File: src/design/periph_pkg.sv
// APB peripheral subsystem
// shared widths, address map and register offsets
`default_nettype none

package periph_pkg;

  ////////////////////////////////////////////////////////////
  // bus widths
  ////////////////////////////////////////////////////////////
  localparam int APB_ADDR_WIDTH = 12;
  localparam int APB_DATA_WIDTH = 32;

  typedef logic [APB_ADDR_WIDTH-1:0] apb_addr_t;
  typedef logic [APB_DATA_WIDTH-1:0] apb_data_t;

  ////////////////////////////////////////////////////////////
  // address map
  ////////////////////////////////////////////////////////////
  localparam int SLAVE_SEL_MSB  = 11;   // slave index field
  localparam int SLAVE_SEL_LSB  = 8;
  localparam int REG_OFFSET_MSB = 7;    // word offset field
  localparam int REG_OFFSET_LSB = 2;

  typedef logic [SLAVE_SEL_MSB-SLAVE_SEL_LSB:0]   slv_idx_t;
  typedef logic [REG_OFFSET_MSB-REG_OFFSET_LSB:0] reg_ofs_t;

  localparam slv_idx_t SLV_GPIO  = 4'd0;
  localparam slv_idx_t SLV_TIMER = 4'd1;
  localparam slv_idx_t SLV_EVENT = 4'd2;
  localparam slv_idx_t SLV_SOC   = 4'd3;  // 4..15 unmapped

  // gpio
  localparam int       GPIO_WIDTH     = 32;
  localparam reg_ofs_t GPIO_DIR       = 6'd0;
  localparam reg_ofs_t GPIO_IN        = 6'd1;
  localparam reg_ofs_t GPIO_OUT       = 6'd2;
  localparam reg_ofs_t GPIO_INTEN     = 6'd3;
  localparam reg_ofs_t GPIO_INTSTATUS = 6'd4;  // clear on read

  // timer
  localparam reg_ofs_t TIMER_COUNT = 6'd0;
  localparam reg_ofs_t TIMER_CTRL  = 6'd1;  // bit 0 enable
  localparam reg_ofs_t TIMER_CMP   = 6'd2;

  // event unit
  localparam reg_ofs_t EVT_MASK    = 6'd0;
  localparam reg_ofs_t EVT_PENDING = 6'd1;  // write one to clear

  // soc control
  localparam reg_ofs_t  SOC_BOOT_ADDR   = 6'd0;
  localparam reg_ofs_t  SOC_PAD_MUX     = 6'd1;
  localparam apb_data_t BOOT_ADDR_RESET = 32'h0000_8000;

  ////////////////////////////////////////////////////////////
  // event lines
  ////////////////////////////////////////////////////////////
  localparam int NUM_EVENTS = 2;

  typedef enum logic [0:0] {
    EVT_GPIO  = 1'b0,
    EVT_TIMER = 1'b1
  } evt_idx_e;

endpackage

`default_nettype wire
File: src/design/apb_if.sv
// APB link between decoder and peripherals
`default_nettype none

interface apb_if;
  import periph_pkg::*;

  // request driven by the decoder
  logic      psel;
  logic      penable;
  logic      pwrite;
  apb_addr_t paddr;
  apb_data_t pwdata;

  // response driven by one peripheral
  apb_data_t prdata;
  logic      pready;
  logic      pslverr;

  modport requester (
    output psel, penable, pwrite, paddr, pwdata,
    input  prdata, pready, pslverr
  );

  modport completer (
    input  psel, penable, pwrite, paddr, pwdata,
    output prdata, pready, pslverr
  );

endinterface

`default_nettype wire

File: src/design/periph_top.sv
// APB peripheral subsystem top
`default_nettype none

module periph_top (
  input  logic                              clk_i,
  input  logic                              rst_n_i,
  // APB completer port
  input  logic                              psel_i,
  input  logic                              penable_i,
  input  logic                              pwrite_i,
  input  periph_pkg::apb_addr_t             paddr_i,
  input  periph_pkg::apb_data_t             pwdata_i,
  output periph_pkg::apb_data_t             prdata_o,
  output logic                              pready_o,
  output logic                              pslverr_o,
  // pins and sideband
  input  logic [periph_pkg::GPIO_WIDTH-1:0] gpio_in_i,
  output logic [periph_pkg::GPIO_WIDTH-1:0] gpio_out_o,
  output logic [periph_pkg::GPIO_WIDTH-1:0] gpio_dir_o,
  output logic [periph_pkg::NUM_EVENTS-1:0] irq_o,
  output periph_pkg::apb_data_t             boot_addr_o,
  output periph_pkg::apb_data_t             pad_mux_o
);
  import periph_pkg::*;

  logic                  gpio_event;
  logic                  timer_match;
  logic [NUM_EVENTS-1:0] events;

  apb_if gpio_bus ();
  apb_if timer_bus ();
  apb_if event_bus ();
  apb_if soc_bus ();

  ////////////////////////////////////////////////////////////
  // decode
  ////////////////////////////////////////////////////////////
  apb_decoder i_apb_decoder (
    .psel_i    (psel_i),
    .penable_i (penable_i),
    .pwrite_i  (pwrite_i),
    .paddr_i   (paddr_i),
    .pwdata_i  (pwdata_i),
    .prdata_o  (prdata_o),
    .pready_o  (pready_o),
    .pslverr_o (pslverr_o),
    .gpio_bus  (gpio_bus.requester),
    .timer_bus (timer_bus.requester),
    .event_bus (event_bus.requester),
    .soc_bus   (soc_bus.requester)
  );

  ////////////////////////////////////////////////////////////
  // peripherals
  ////////////////////////////////////////////////////////////
  apb_gpio i_apb_gpio (
    .clk_i        (clk_i),
    .rst_n_i      (rst_n_i),
    .bus          (gpio_bus.completer),
    .gpio_in_i    (gpio_in_i),
    .gpio_out_o   (gpio_out_o),
    .gpio_dir_o   (gpio_dir_o),
    .gpio_event_o (gpio_event)
  );

  apb_timer i_apb_timer (
    .clk_i   (clk_i),
    .rst_n_i (rst_n_i),
    .bus     (timer_bus.completer),
    .match_o (timer_match)
  );

  apb_soc_ctrl i_apb_soc_ctrl (
    .clk_i       (clk_i),
    .rst_n_i     (rst_n_i),
    .bus         (soc_bus.completer),
    .boot_addr_o (boot_addr_o),
    .pad_mux_o   (pad_mux_o)
  );

  // event lines by index
  assign events[EVT_GPIO]  = gpio_event;
  assign events[EVT_TIMER] = timer_match;

  apb_event_unit i_apb_event_unit (
    .clk_i    (clk_i),
    .rst_n_i  (rst_n_i),
    .bus      (event_bus.completer),
    .events_i (events),
    .irq_o    (irq_o)
  );

endmodule

`default_nettype wire

File: src/design/apb_soc_ctrl.sv
// SoC control with boot address and pad mux
`default_nettype none

module apb_soc_ctrl (
  input  logic                  clk_i,
  input  logic                  rst_n_i,
  apb_if.completer              bus,
  output periph_pkg::apb_data_t boot_addr_o,
  output periph_pkg::apb_data_t pad_mux_o
);
  import periph_pkg::*;

  apb_data_t boot_addr_q;
  apb_data_t pad_mux_q;
  reg_ofs_t  ofs;
  logic      wr_en;
  logic      ofs_ok;

  assign ofs   = bus.paddr[REG_OFFSET_MSB:REG_OFFSET_LSB];
  assign wr_en = bus.psel & bus.penable & bus.pwrite;

  always_comb begin
    bus.prdata = '0;
    ofs_ok     = 1'b1;
    case (ofs)
      SOC_BOOT_ADDR: bus.prdata = boot_addr_q;
      SOC_PAD_MUX:   bus.prdata = pad_mux_q;
      default:       ofs_ok = 1'b0;
    endcase
  end

  assign bus.pready  = 1'b1;
  assign bus.pslverr = bus.psel & bus.penable & ~ofs_ok;

  always_ff @(posedge clk_i or negedge rst_n_i) begin
    if (!rst_n_i) begin
      boot_addr_q <= BOOT_ADDR_RESET;
      pad_mux_q   <= '0;
    end else begin
      if (wr_en && ofs == SOC_BOOT_ADDR) boot_addr_q <= bus.pwdata;
      if (wr_en && ofs == SOC_PAD_MUX)   pad_mux_q   <= bus.pwdata;
    end
  end

  assign boot_addr_o = boot_addr_q;
  assign pad_mux_o   = pad_mux_q;

endmodule

`default_nettype wire

File: src/design/apb_event_unit.sv
// event unit turning pending and mask into interrupts
`default_nettype none

module apb_event_unit (
  input  logic                              clk_i,
  input  logic                              rst_n_i,
  apb_if.completer                          bus,
  input  logic [periph_pkg::NUM_EVENTS-1:0] events_i,
  output logic [periph_pkg::NUM_EVENTS-1:0] irq_o
);
  import periph_pkg::*;

  logic [NUM_EVENTS-1:0] mask_q;
  logic [NUM_EVENTS-1:0] pending_q;
  logic [NUM_EVENTS-1:0] clr;

  reg_ofs_t ofs;
  logic     wr_en;
  logic     ofs_ok;

  assign ofs   = bus.paddr[REG_OFFSET_MSB:REG_OFFSET_LSB];
  assign wr_en = bus.psel & bus.penable & bus.pwrite;

  // write one to clear on EVT_PENDING
  assign clr = (wr_en && ofs == EVT_PENDING) ? bus.pwdata[NUM_EVENTS-1:0] : '0;

  ////////////////////////////////////////////////////////////
  // read path
  ////////////////////////////////////////////////////////////
  always_comb begin
    bus.prdata = '0;
    ofs_ok     = 1'b1;
    case (ofs)
      EVT_MASK:    bus.prdata = apb_data_t'(mask_q);
      EVT_PENDING: bus.prdata = apb_data_t'(pending_q);
      default:     ofs_ok = 1'b0;
    endcase
  end

  assign bus.pready  = 1'b1;
  assign bus.pslverr = bus.psel & bus.penable & ~ofs_ok;

  ////////////////////////////////////////////////////////////
  // pending and mask
  ////////////////////////////////////////////////////////////
  always_ff @(posedge clk_i or negedge rst_n_i) begin
    if (!rst_n_i) begin
      mask_q    <= '0;
      pending_q <= '0;
    end else begin
      // incoming event wins over a clear in the same cycle
      pending_q <= (pending_q & ~clr) | events_i;
      if (wr_en && ofs == EVT_MASK) begin
        mask_q <= bus.pwdata[NUM_EVENTS-1:0];
      end
    end
  end

  assign irq_o = pending_q & mask_q;   // no output flop

endmodule

`default_nettype wire

File: src/design/apb_timer.sv
// compare-match timer
`default_nettype none

module apb_timer (
  input  logic     clk_i,
  input  logic     rst_n_i,
  apb_if.completer bus,
  output logic     match_o
);
  import periph_pkg::*;

  apb_data_t count_q;
  apb_data_t cmp_q;
  logic      en_q;
  logic      match_q;

  reg_ofs_t ofs;
  logic     wr_en;
  logic     ofs_ok;
  logic     hit;

  assign ofs   = bus.paddr[REG_OFFSET_MSB:REG_OFFSET_LSB];
  assign wr_en = bus.psel & bus.penable & bus.pwrite;
  assign hit   = en_q & (count_q == cmp_q);  // wrap condition

  ////////////////////////////////////////////////////////////
  // read path
  ////////////////////////////////////////////////////////////
  always_comb begin
    bus.prdata = '0;
    ofs_ok     = 1'b1;
    case (ofs)
      TIMER_COUNT: bus.prdata = count_q;
      TIMER_CTRL:  bus.prdata = {{(APB_DATA_WIDTH-1){1'b0}}, en_q};
      TIMER_CMP:   bus.prdata = cmp_q;
      default:     ofs_ok = 1'b0;
    endcase
  end

  assign bus.pready  = 1'b1;
  assign bus.pslverr = bus.psel & bus.penable & ~ofs_ok;

  ////////////////////////////////////////////////////////////
  // counter and compare
  ////////////////////////////////////////////////////////////
  always_ff @(posedge clk_i or negedge rst_n_i) begin
    if (!rst_n_i) begin
      count_q <= '0;
      cmp_q   <= '1;     // free-running until software sets a compare
      en_q    <= 1'b0;
      match_q <= 1'b0;
    end else begin
      match_q <= hit;    // one-cycle pulse with count zero after it
      if (wr_en && ofs == TIMER_COUNT) begin
        count_q <= bus.pwdata;  // software load beats counting
      end else if (hit) begin
        count_q <= '0;
      end else if (en_q) begin
        count_q <= count_q + 1'b1;
      end
      if (wr_en && ofs == TIMER_CTRL) en_q  <= bus.pwdata[0];
      if (wr_en && ofs == TIMER_CMP)  cmp_q <= bus.pwdata;
    end
  end

  assign match_o = match_q;

endmodule

`default_nettype wire

File: src/design/apb_gpio.sv
// GPIO with rising-edge interrupts
`default_nettype none

module apb_gpio (
  input  logic                              clk_i,
  input  logic                              rst_n_i,
  apb_if.completer                          bus,
  input  logic [periph_pkg::GPIO_WIDTH-1:0] gpio_in_i,
  output logic [periph_pkg::GPIO_WIDTH-1:0] gpio_out_o,
  output logic [periph_pkg::GPIO_WIDTH-1:0] gpio_dir_o,
  output logic                              gpio_event_o
);
  import periph_pkg::*;

  logic [GPIO_WIDTH-1:0] dir_q;
  logic [GPIO_WIDTH-1:0] out_q;
  logic [GPIO_WIDTH-1:0] inten_q;
  logic [GPIO_WIDTH-1:0] status_q;
  logic [GPIO_WIDTH-1:0] sync1_q;   // first sync stage
  logic [GPIO_WIDTH-1:0] sync2_q;   // GPIO_IN value
  logic [GPIO_WIDTH-1:0] prev_q;    // sync2 delayed for edge detect
  logic [GPIO_WIDTH-1:0] rise;

  reg_ofs_t ofs;
  logic     wr_en;
  logic     rd_en;
  logic     ofs_ok;

  assign ofs   = bus.paddr[REG_OFFSET_MSB:REG_OFFSET_LSB];
  assign wr_en = bus.psel & bus.penable & bus.pwrite;
  assign rd_en = bus.psel & bus.penable & ~bus.pwrite;
  assign rise  = sync2_q & ~prev_q & inten_q;  // enabled pins only

  ////////////////////////////////////////////////////////////
  // read path
  ////////////////////////////////////////////////////////////
  always_comb begin
    bus.prdata = '0;
    ofs_ok     = 1'b1;
    case (ofs)
      GPIO_DIR:       bus.prdata = apb_data_t'(dir_q);
      GPIO_IN:        bus.prdata = apb_data_t'(sync2_q);
      GPIO_OUT:       bus.prdata = apb_data_t'(out_q);
      GPIO_INTEN:     bus.prdata = apb_data_t'(inten_q);
      GPIO_INTSTATUS: bus.prdata = apb_data_t'(status_q);
      default:        ofs_ok = 1'b0;  // hole in the map
    endcase
  end

  assign bus.pready  = 1'b1;                       // zero wait
  assign bus.pslverr = bus.psel & bus.penable & ~ofs_ok;

  ////////////////////////////////////////////////////////////
  // registers
  ////////////////////////////////////////////////////////////
  always_ff @(posedge clk_i or negedge rst_n_i) begin
    if (!rst_n_i) begin
      dir_q    <= '0;
      out_q    <= '0;
      inten_q  <= '0;
      status_q <= '0;
      sync1_q  <= '0;
      sync2_q  <= '0;
      prev_q   <= '0;
    end else begin
      sync1_q <= gpio_in_i;
      sync2_q <= sync1_q;
      prev_q  <= sync2_q;
      if (wr_en && ofs == GPIO_DIR)   dir_q   <= bus.pwdata[GPIO_WIDTH-1:0];
      if (wr_en && ofs == GPIO_OUT)   out_q   <= bus.pwdata[GPIO_WIDTH-1:0];
      if (wr_en && ofs == GPIO_INTEN) inten_q <= bus.pwdata[GPIO_WIDTH-1:0];
      // clear on read but a new edge in the same cycle still lands
      if (rd_en && ofs == GPIO_INTSTATUS) begin
        status_q <= rise;
      end else begin
        status_q <= status_q | rise;
      end
    end
  end

  assign gpio_dir_o   = dir_q;
  assign gpio_out_o   = out_q;
  assign gpio_event_o = |status_q;   // any pending pin

endmodule

`default_nettype wire

File: src/design/apb_decoder.sv
// APB address decoder
`default_nettype none

module apb_decoder (
  input  logic                  psel_i,
  input  logic                  penable_i,
  input  logic                  pwrite_i,
  input  periph_pkg::apb_addr_t paddr_i,
  input  periph_pkg::apb_data_t pwdata_i,
  output periph_pkg::apb_data_t prdata_o,
  output logic                  pready_o,
  output logic                  pslverr_o,
  apb_if.requester              gpio_bus,
  apb_if.requester              timer_bus,
  apb_if.requester              event_bus,
  apb_if.requester              soc_bus
);
  import periph_pkg::*;

  slv_idx_t slv_idx;

  assign slv_idx = paddr_i[SLAVE_SEL_MSB:SLAVE_SEL_LSB];

  ////////////////////////////////////////////////////////////
  // request fan-out with psel only on the addressed slave
  ////////////////////////////////////////////////////////////
  assign gpio_bus.psel    = psel_i & (slv_idx == SLV_GPIO);
  assign gpio_bus.penable = penable_i;
  assign gpio_bus.pwrite  = pwrite_i;
  assign gpio_bus.paddr   = paddr_i;
  assign gpio_bus.pwdata  = pwdata_i;

  assign timer_bus.psel    = psel_i & (slv_idx == SLV_TIMER);
  assign timer_bus.penable = penable_i;
  assign timer_bus.pwrite  = pwrite_i;
  assign timer_bus.paddr   = paddr_i;
  assign timer_bus.pwdata  = pwdata_i;

  assign event_bus.psel    = psel_i & (slv_idx == SLV_EVENT);
  assign event_bus.penable = penable_i;
  assign event_bus.pwrite  = pwrite_i;
  assign event_bus.paddr   = paddr_i;
  assign event_bus.pwdata  = pwdata_i;

  assign soc_bus.psel    = psel_i & (slv_idx == SLV_SOC);
  assign soc_bus.penable = penable_i;
  assign soc_bus.pwrite  = pwrite_i;
  assign soc_bus.paddr   = paddr_i;
  assign soc_bus.pwdata  = pwdata_i;

  ////////////////////////////////////////////////////////////
  // response mux
  ////////////////////////////////////////////////////////////
  always_comb begin
    // unmapped slave answers here with an error in the access phase
    prdata_o  = '0;
    pready_o  = 1'b1;
    pslverr_o = psel_i & penable_i;
    case (slv_idx)
      SLV_GPIO: begin
        prdata_o  = gpio_bus.prdata;
        pready_o  = gpio_bus.pready;
        pslverr_o = gpio_bus.pslverr;
      end
      SLV_TIMER: begin
        prdata_o  = timer_bus.prdata;
        pready_o  = timer_bus.pready;
        pslverr_o = timer_bus.pslverr;
      end
      SLV_EVENT: begin
        prdata_o  = event_bus.prdata;
        pready_o  = event_bus.pready;
        pslverr_o = event_bus.pslverr;
      end
      SLV_SOC: begin
        prdata_o  = soc_bus.prdata;
        pready_o  = soc_bus.pready;
        pslverr_o = soc_bus.pslverr;
      end
      default: ;
    endcase
  end

endmodule

`default_nettype wire

File: config.mk
export PLATFORM = sky130hd
export DESIGN_NAME = periph_top
export DESIGN_NICKNAME = d
export VERILOG_FILES = /design/src/design/periph_pkg.sv /design/src/design/apb_if.sv /design/src/design/periph_top.sv /design/src/design/apb_soc_ctrl.sv /design/src/design/apb_event_unit.sv /design/src/design/apb_timer.sv /design/src/design/apb_gpio.sv /design/src/design/apb_decoder.sv
export SDC_FILE = /design/constraint.sdc
export NUM_CORES = 1
export LEC_CHECK = 0
export BUFFER_PORTS_ARGS = -buffer_cell sky130_fd_sc_hd__buf_2
export CORE_ASPECT_RATIO = 0.7
export CORE_UTILIZATION = 50
export CTS_CLUSTER_DIAMETER = 150
export CTS_CLUSTER_SIZE = 25
export DETAILED_ROUTE_END_ITERATION = 8
export PLACE_DENSITY = 0.72
export SYNTH_ARGS = -nofsm -noshare
export SYNTH_HDL_FRONTEND = slang
export SYNTH_SLANG_ARGS = --single-unit
File: constraint.sdc
create_clock -name clk_i -period 5.8 [get_ports clk_i]
set_input_delay 0.29 -clock clk_i [delete_from_list [all_inputs] [get_ports clk_i]]
set_output_delay 0.29 -clock clk_i [all_outputs]
set_load 0.02 [all_outputs]
## Word level (Yosys, flattened, before mapping)

Index checks and enable logic that the tools add are counted.

| operators by class | value |
|---|---|
| add/sub/neg operators | 1 |
| equality and inequality tests | 8 |
| muxes and demuxes | 14 |
| bitwise operators | 31 |
| reductions and logical operators | 18 |

Operator list:

| operator | number |
|---|---|
| 32-bit case mux with 5 select lines | 1 |
| 32-bit 2-to-1 mux | 4 |
| 32-bit case mux with 4 select lines | 1 |
| 32-bit case mux with 3 select lines | 1 |
| 32-bit AND | 2 |
| 32-bit case mux with 2 select lines | 1 |
| 32-bit by 1-bit adder with 32-bit output, second input constant | 1 |
| 32-bit == test | 1 |
| 32-bit inverter | 1 |
| 32-bit OR | 1 |
| 32-bit OR reduction | 1 |
| 1-bit AND | 19 |
| 6-bit by 2-bit == test with 1-bit output, second input constant | 2 |
| 1-bit logical AND | 11 |
| 4-bit by 2-bit == test with 1-bit output, second input constant | 2 |
| 6-bit by 1-bit == test with 1-bit output, second input constant | 1 |
| 6-bit by 3-bit == test with 1-bit output, second input constant | 1 |
| 6-bit zero test | 1 |
| 5-bit OR reduction | 1 |
| 2-bit AND | 2 |
| 4-bit by 1-bit == test with 1-bit output, second input constant | 1 |
| 4-bit zero test | 1 |
| 1-bit inverter | 4 |
| 1-bit case mux with 4 select lines | 1 |
| other kinds (8) | 10 |

| word-level totals | value |
|---|---|
| register bits | 358 |
| bits of input ports | 81 |
| logic and storage cells | 87 |

## Longest topological paths before layout

| depth | value |
|---|---|
| depth in word-level cells | 9 |
| gate-level depth with buffers | 8 |
| mapped depth without buffers | 6 |

## Hierarchy

A second synthesis with hierarchy kept.

| unflattened totals | value |
|---|---|
| cell total of the unflattened synthesis | 1,571 |
| area total of the unflattened synthesis | 18,841.8 um2 |

By module, submodules not included:

| module | instances | cells an instance | area an instance (um2) | seq. area each (um2) |
|---|---|---|---|---|
| apb_gpio | 1 | 574 | 8,710.9 | 5,605.4 |
| apb_timer | 1 | 446 | 4,305.4 | 1,691.6 |
| apb_soc_ctrl | 1 | 184 | 2,904.0 | 1,602.8 |
| apb_decoder | 1 | 311 | 2,424.8 | 0.0 |
| apb_event_unit | 1 | 56 | 496.7 | 100.1 |

## Worst setup path after synthesis

No wires, ideal clock.

| timing | value |
|---|---|
| path kind | in2out |
| start point | in paddr_i[5] |
| end point | out prdata_o[10] |
| arrival | 2,143 ps |
| required time | 5,510 ps |
| path slack | 3,367 ps |
| stages | 7 |
| path through | or4_1 > buf_2 > nor2_4 > buf_2 > clkbuf_1 > a22oi_1 > o221ai_1 |

| on the way | value |
|---|---|
| word-level cells in the longest chain between the ends | 3 |

Ends and longest elaborated chain:

| item | line | RTL |
|---|---|---|
| start, declared | periph_top.sv:11 | `input periph_pkg::apb_addr_t paddr_i,` |
| 6-bit by 3-bit == test with 1-bit output, or another cell as far along | apb_gpio.sv:40 | `case (ofs)` |
| 32-bit case mux with 5 select lines, or another cell as far along | apb_gpio.sv:40 |  |
| 32-bit case mux with 4 select lines * | apb_decoder.sv:59 | `case (slv_idx)` |
| end, declared | periph_top.sv:13 | `output periph_pkg::apb_data_t prdata_o,` |

Every way passes the cells marked *; elsewhere a longest branch is shown, timed or not.

## Worst setup path in the final report

| timing | value |
|---|---|
| start point | in paddr_i[5] |
| end point | out prdata_o[29] |

The elaborated chain is that of the path after synthesis.

==> run_results.csv <==
group,metric,value,unit
outcome,run_status,"finished clean",
sta,rsz0062_at_grt,"false",
logic_synthesis,synthXorXnorAreaFrac,2.982,%
logic_synthesis,synth_edf_count,0,
routing,ant_nets,0,
cts,cts_buffers,18,
floorplan,dieWidth,212.9,um
placement,post-dp-hpwl,30640,um
setup_path,slowest_stage,"nor2_4",
logic_synthesis,ys_ff_latch,358,
sta,tns,0,ps
placement,gp_congestion,0.8959,
logic_synthesis,synth.distinct_cells,68,
logic_synthesis,synth_flop_cell,"dfrtp_1",
routing,drc,0,
setup_path,required,5510,ps
setup_path,end_kind,"output port",
setup_path,slowest_delay,710,ps
routing,vias_per_cell,6.186,
cts,clock_sinks,358,
setup_path,worstSetupPathType,"in -> out",
min_path,min_path_type,"in -> reg",
floorplan,start_util,51.36,%
cells_and_area,fin_nets,1547,
setup_path,crit_path_cell_trace,"buf_2, or4_1, nor2_4, buf_4, a22oi_1, o221ai_1, buf_2",
global_routing,grt_first_pass_wirelength,69660,um
cells_and_area,drive_above_1_share,35.88,%
routing,wl,45900,um
cts,clock-root-buffer,"clkbuf_16",
power,finalPower,4.209,mW
sta,period_needed,3687,ps
logic_synthesis,synthCells,1246,
logic_synthesis,avgSynthCellArea,12.49,um^2
cells_and_area,antenna_cells,0,
setup_path,startpoint_type,"primary input",
power,p_leak,8.133,nW
cts,cts_tree,"built",
cells_and_area,syn_to_final_growth,15.22,%
cts,postCtsSetupBuffers,0,
sta,fin_hold_ws,39.28,ps
floorplan,die_area,31850,um^2
floorplan,io_pins,245,
floorplan,core_area,30310,um^2
logic_synthesis,yosys_warnings,0,
routing,via_count,11690,
run,max_cap_violations,0,
power,irDropWorstVdd,187.4,uV
routing,wl_per_cell,24.30,um
logic_synthesis,async_reset_ff_share,100.0,%
setup_path,arrival,3400,ps
logic_synthesis,muxShareOfSynthArea,14.24,%
logic_synthesis,synth-adder-area-share,0.08038,%
logic_synthesis,syn-num-nets,1328,
setup_path,worst_path_most_repeated_cell,"buf_2",
global_routing,grt.overflow.total,0,
logic_synthesis,synth_top_family_by_area,"multiplexers",
sta,slew_viol_final,0,
sta,worstMarginPinSlew,1273,ps
cts,cts_htree_levels,1,
sta,setup_viol_count_final,0,
routing,dr.pass1.iters,8,
routing,dr.first_iter.drc_count,1284,
placement,port_buffers,241,
global_routing,antenna_found_initial,0,
logic_synthesis,synth-simple-area-share,8.585,%
logic_synthesis,synth_compound_area_share,13.49,%
logic_synthesis,syn-cell-area,15570,um^2
sta,max_freq,271.2,MHz
cts,cts_max_path_buffers,3,
sta,relSlewSlack,14.34,%
global_routing,grt_max_degree,141,
global_routing,grt_usage,29.16,%
sta,final.period_utilization,63.57,%
cts,clk_pin_slew_worst_paths,110,ps
sta,skew,38.93,ps
setup_path,path_max_fanout,54,
logic_synthesis,synth_top_cell_by_area,"dfrtp_1",
cts,clk_latency,560,ps
sta,hold_viol,0,
logic_synthesis,ys_seq_area_share,57.82,%
global_routing,grt_pass1_vias,11090,
floorplan,fp.dieH,149.6,um
logic_synthesis,synth_top_area_share,52.25,%
power,powerDensity,234.6,nW/um^2
floorplan,fp-row-count,53,
logic_synthesis,synthTopCellsByArea,"dfrtp_1 52%, mux2_2 14%, dfstp_2 5.6%, a22oi_1 4.6%, nand2_1 2.6%",
cells by family after synthesis:
| group | count (synthesis) |
|---|---|
| mux | 197 |
| flops | 358 |
| other cells | 1 |
| compound gates | 275 |
| buf+inv | 100 |
| xor+xnor | 53 |
| fa+ha+maj | 1 |
| simple gates | 261 |
Yosys cell counts, types with 28 or more instances:
cell,instances
clkbuf_1,57
o21ai_0,31
a22oi_1,96
dfstp_2,33
nand2_1,109
dfrtp_1,325
a21o_1,31
xnor2_1,32
mux2_2,192
nor2_1,28
a222oi_1,32
o221ai_1,30
metrics by stage:
stage	setup slack, ps	cells	utilization (%)	cell area (um^2)
floorplan	3367	1246	-	15570
global placement	2081	1824	56.34	17070
detailed placement	2031	1824	56.34	17070
CTS	2191	1889	59.18	17940
global route	2048	1889	59.18	17940
finish	2113	1889	59.18	17940
worst max-delay path, delay by kind of cell:
family / cells / cell delay, ps
compound gates: 2 / 610
buf+inv: 3 / 1040
simple gates: 2 / 1410
cells in the final DEF, fill, tap and decap left out, types with 7 or more instances in the layout:
cell type      Yosys  layout
a21o_1            31      31
a21oi_1            8       8
a222oi_1          32      32
a22oi_1           96      96
and3_1            12      10
buf_2             17     240
buf_4              8      18
clkbuf_1          57      12
clkbuf_16          0      18
dfrtp_1          325     325
dfstp_2           33      33
dlygate4sd3_1      0      33
mux2_2           192     192
nand2_1          109     106
nand3_1           17      15
nand4_1           27      27
nor2_1            28      28
nor3_1            11      11
nor4_1            18      17
o21ai_0           31      31
o221ai_1          30      30
o31ai_1           21      21
or3_1              7       7
xnor2_1           32      32
xor2_1            21      21
final timing paths:
path / startpoint / to / slack, ps / cells after the start
min: pwdata_i[17] / i_apb_timer.count_q[17]$_DFFE_PN0P_ / 40 / 3
max: paddr_i[5] / prdata_o[29] / 2110 / 7
max in group asynchronous: rst_n_i / i_apb_gpio.prev_q[19]$_DFF_PN0_ / 3970 / 3
min reg2reg: i_apb_gpio.sync1_q[18]$_DFF_PN0_ / i_apb_gpio.sync2_q[18]$_DFF_PN0_ / 360 / 0
min in group asynchronous: rst_n_i / i_apb_gpio.status_q[16]$_DFF_PN0_ / 340 / 2
max reg2reg: i_apb_timer.count_q[13]$_DFFE_PN0P_ / i_apb_timer.count_q[21]$_DFFE_PN0P_ / 3090 / 7
what timing repair did:
| action | 4_1_cts | 5_1_grt |
|---|---|---|
| endpoints found under the hold margin | 100 | 0 |
| hold buffers | 33 | 0 |
| resized for setup | 0 | 0 |
flip-flops by register name (all words and copies together), names as in the netlist:
name	count
i_apb_gpio.gpio_dir_o	32
i_apb_soc_ctrl.pad_mux_o	32
i_apb_soc_ctrl.boot_addr_o	32
i_apb_event_unit.pending_q	2
i_apb_gpio.sync2_q	32
i_apb_timer.count_q	32
i_apb_gpio.inten_q	32
i_apb_gpio.sync1_q	32
i_apb_gpio.prev_q	32
i_apb_gpio.gpio_out_o	32
i_apb_timer.cmp_q	32
i_apb_timer.match_o	1
i_apb_gpio.status_q	32
i_apb_event_unit.mask_q	2
i_apb_timer.en_q	1
where the power goes:
group | total [mW] | internal (mW) | switching, mW | leakage, nW
logic | 0.200 | 0.0629 | 0.137 | 3.53
registers | 2.57 | 2.54 | 0.0317 | 4.35
clock network | 1.44 | 0.607 | 0.830 | 0.253
metal layers:
layer / global-route usage (%) / vias up / wire [um]
met5: 0 / - / 0
met4: 4.496 / 0 / 582
met3: 5.121 / 39 / 3568
met2: 42.25 / 524 / 20130
met1: 46.23 / 6009 / 21620
li1: - / 5113 / -
cell type report:
| class | instances | area [um^2] |
|---|---|---|
| Clock inverter | 2 | 36.28 |
| Fill cell | 2493 | 12370 |
| Tap cell | 412 | 515.5 |
| Timing Repair Buffer | 293 | 1702 |
| Clock buffer | 30 | 495.5 |
| Inverter | 6 | 22.52 |
| Sequential cell | 358 | 9000 |
| Multi-Input combinational cell | 788 | 6165 |
(Power assumes the default switching activity.)
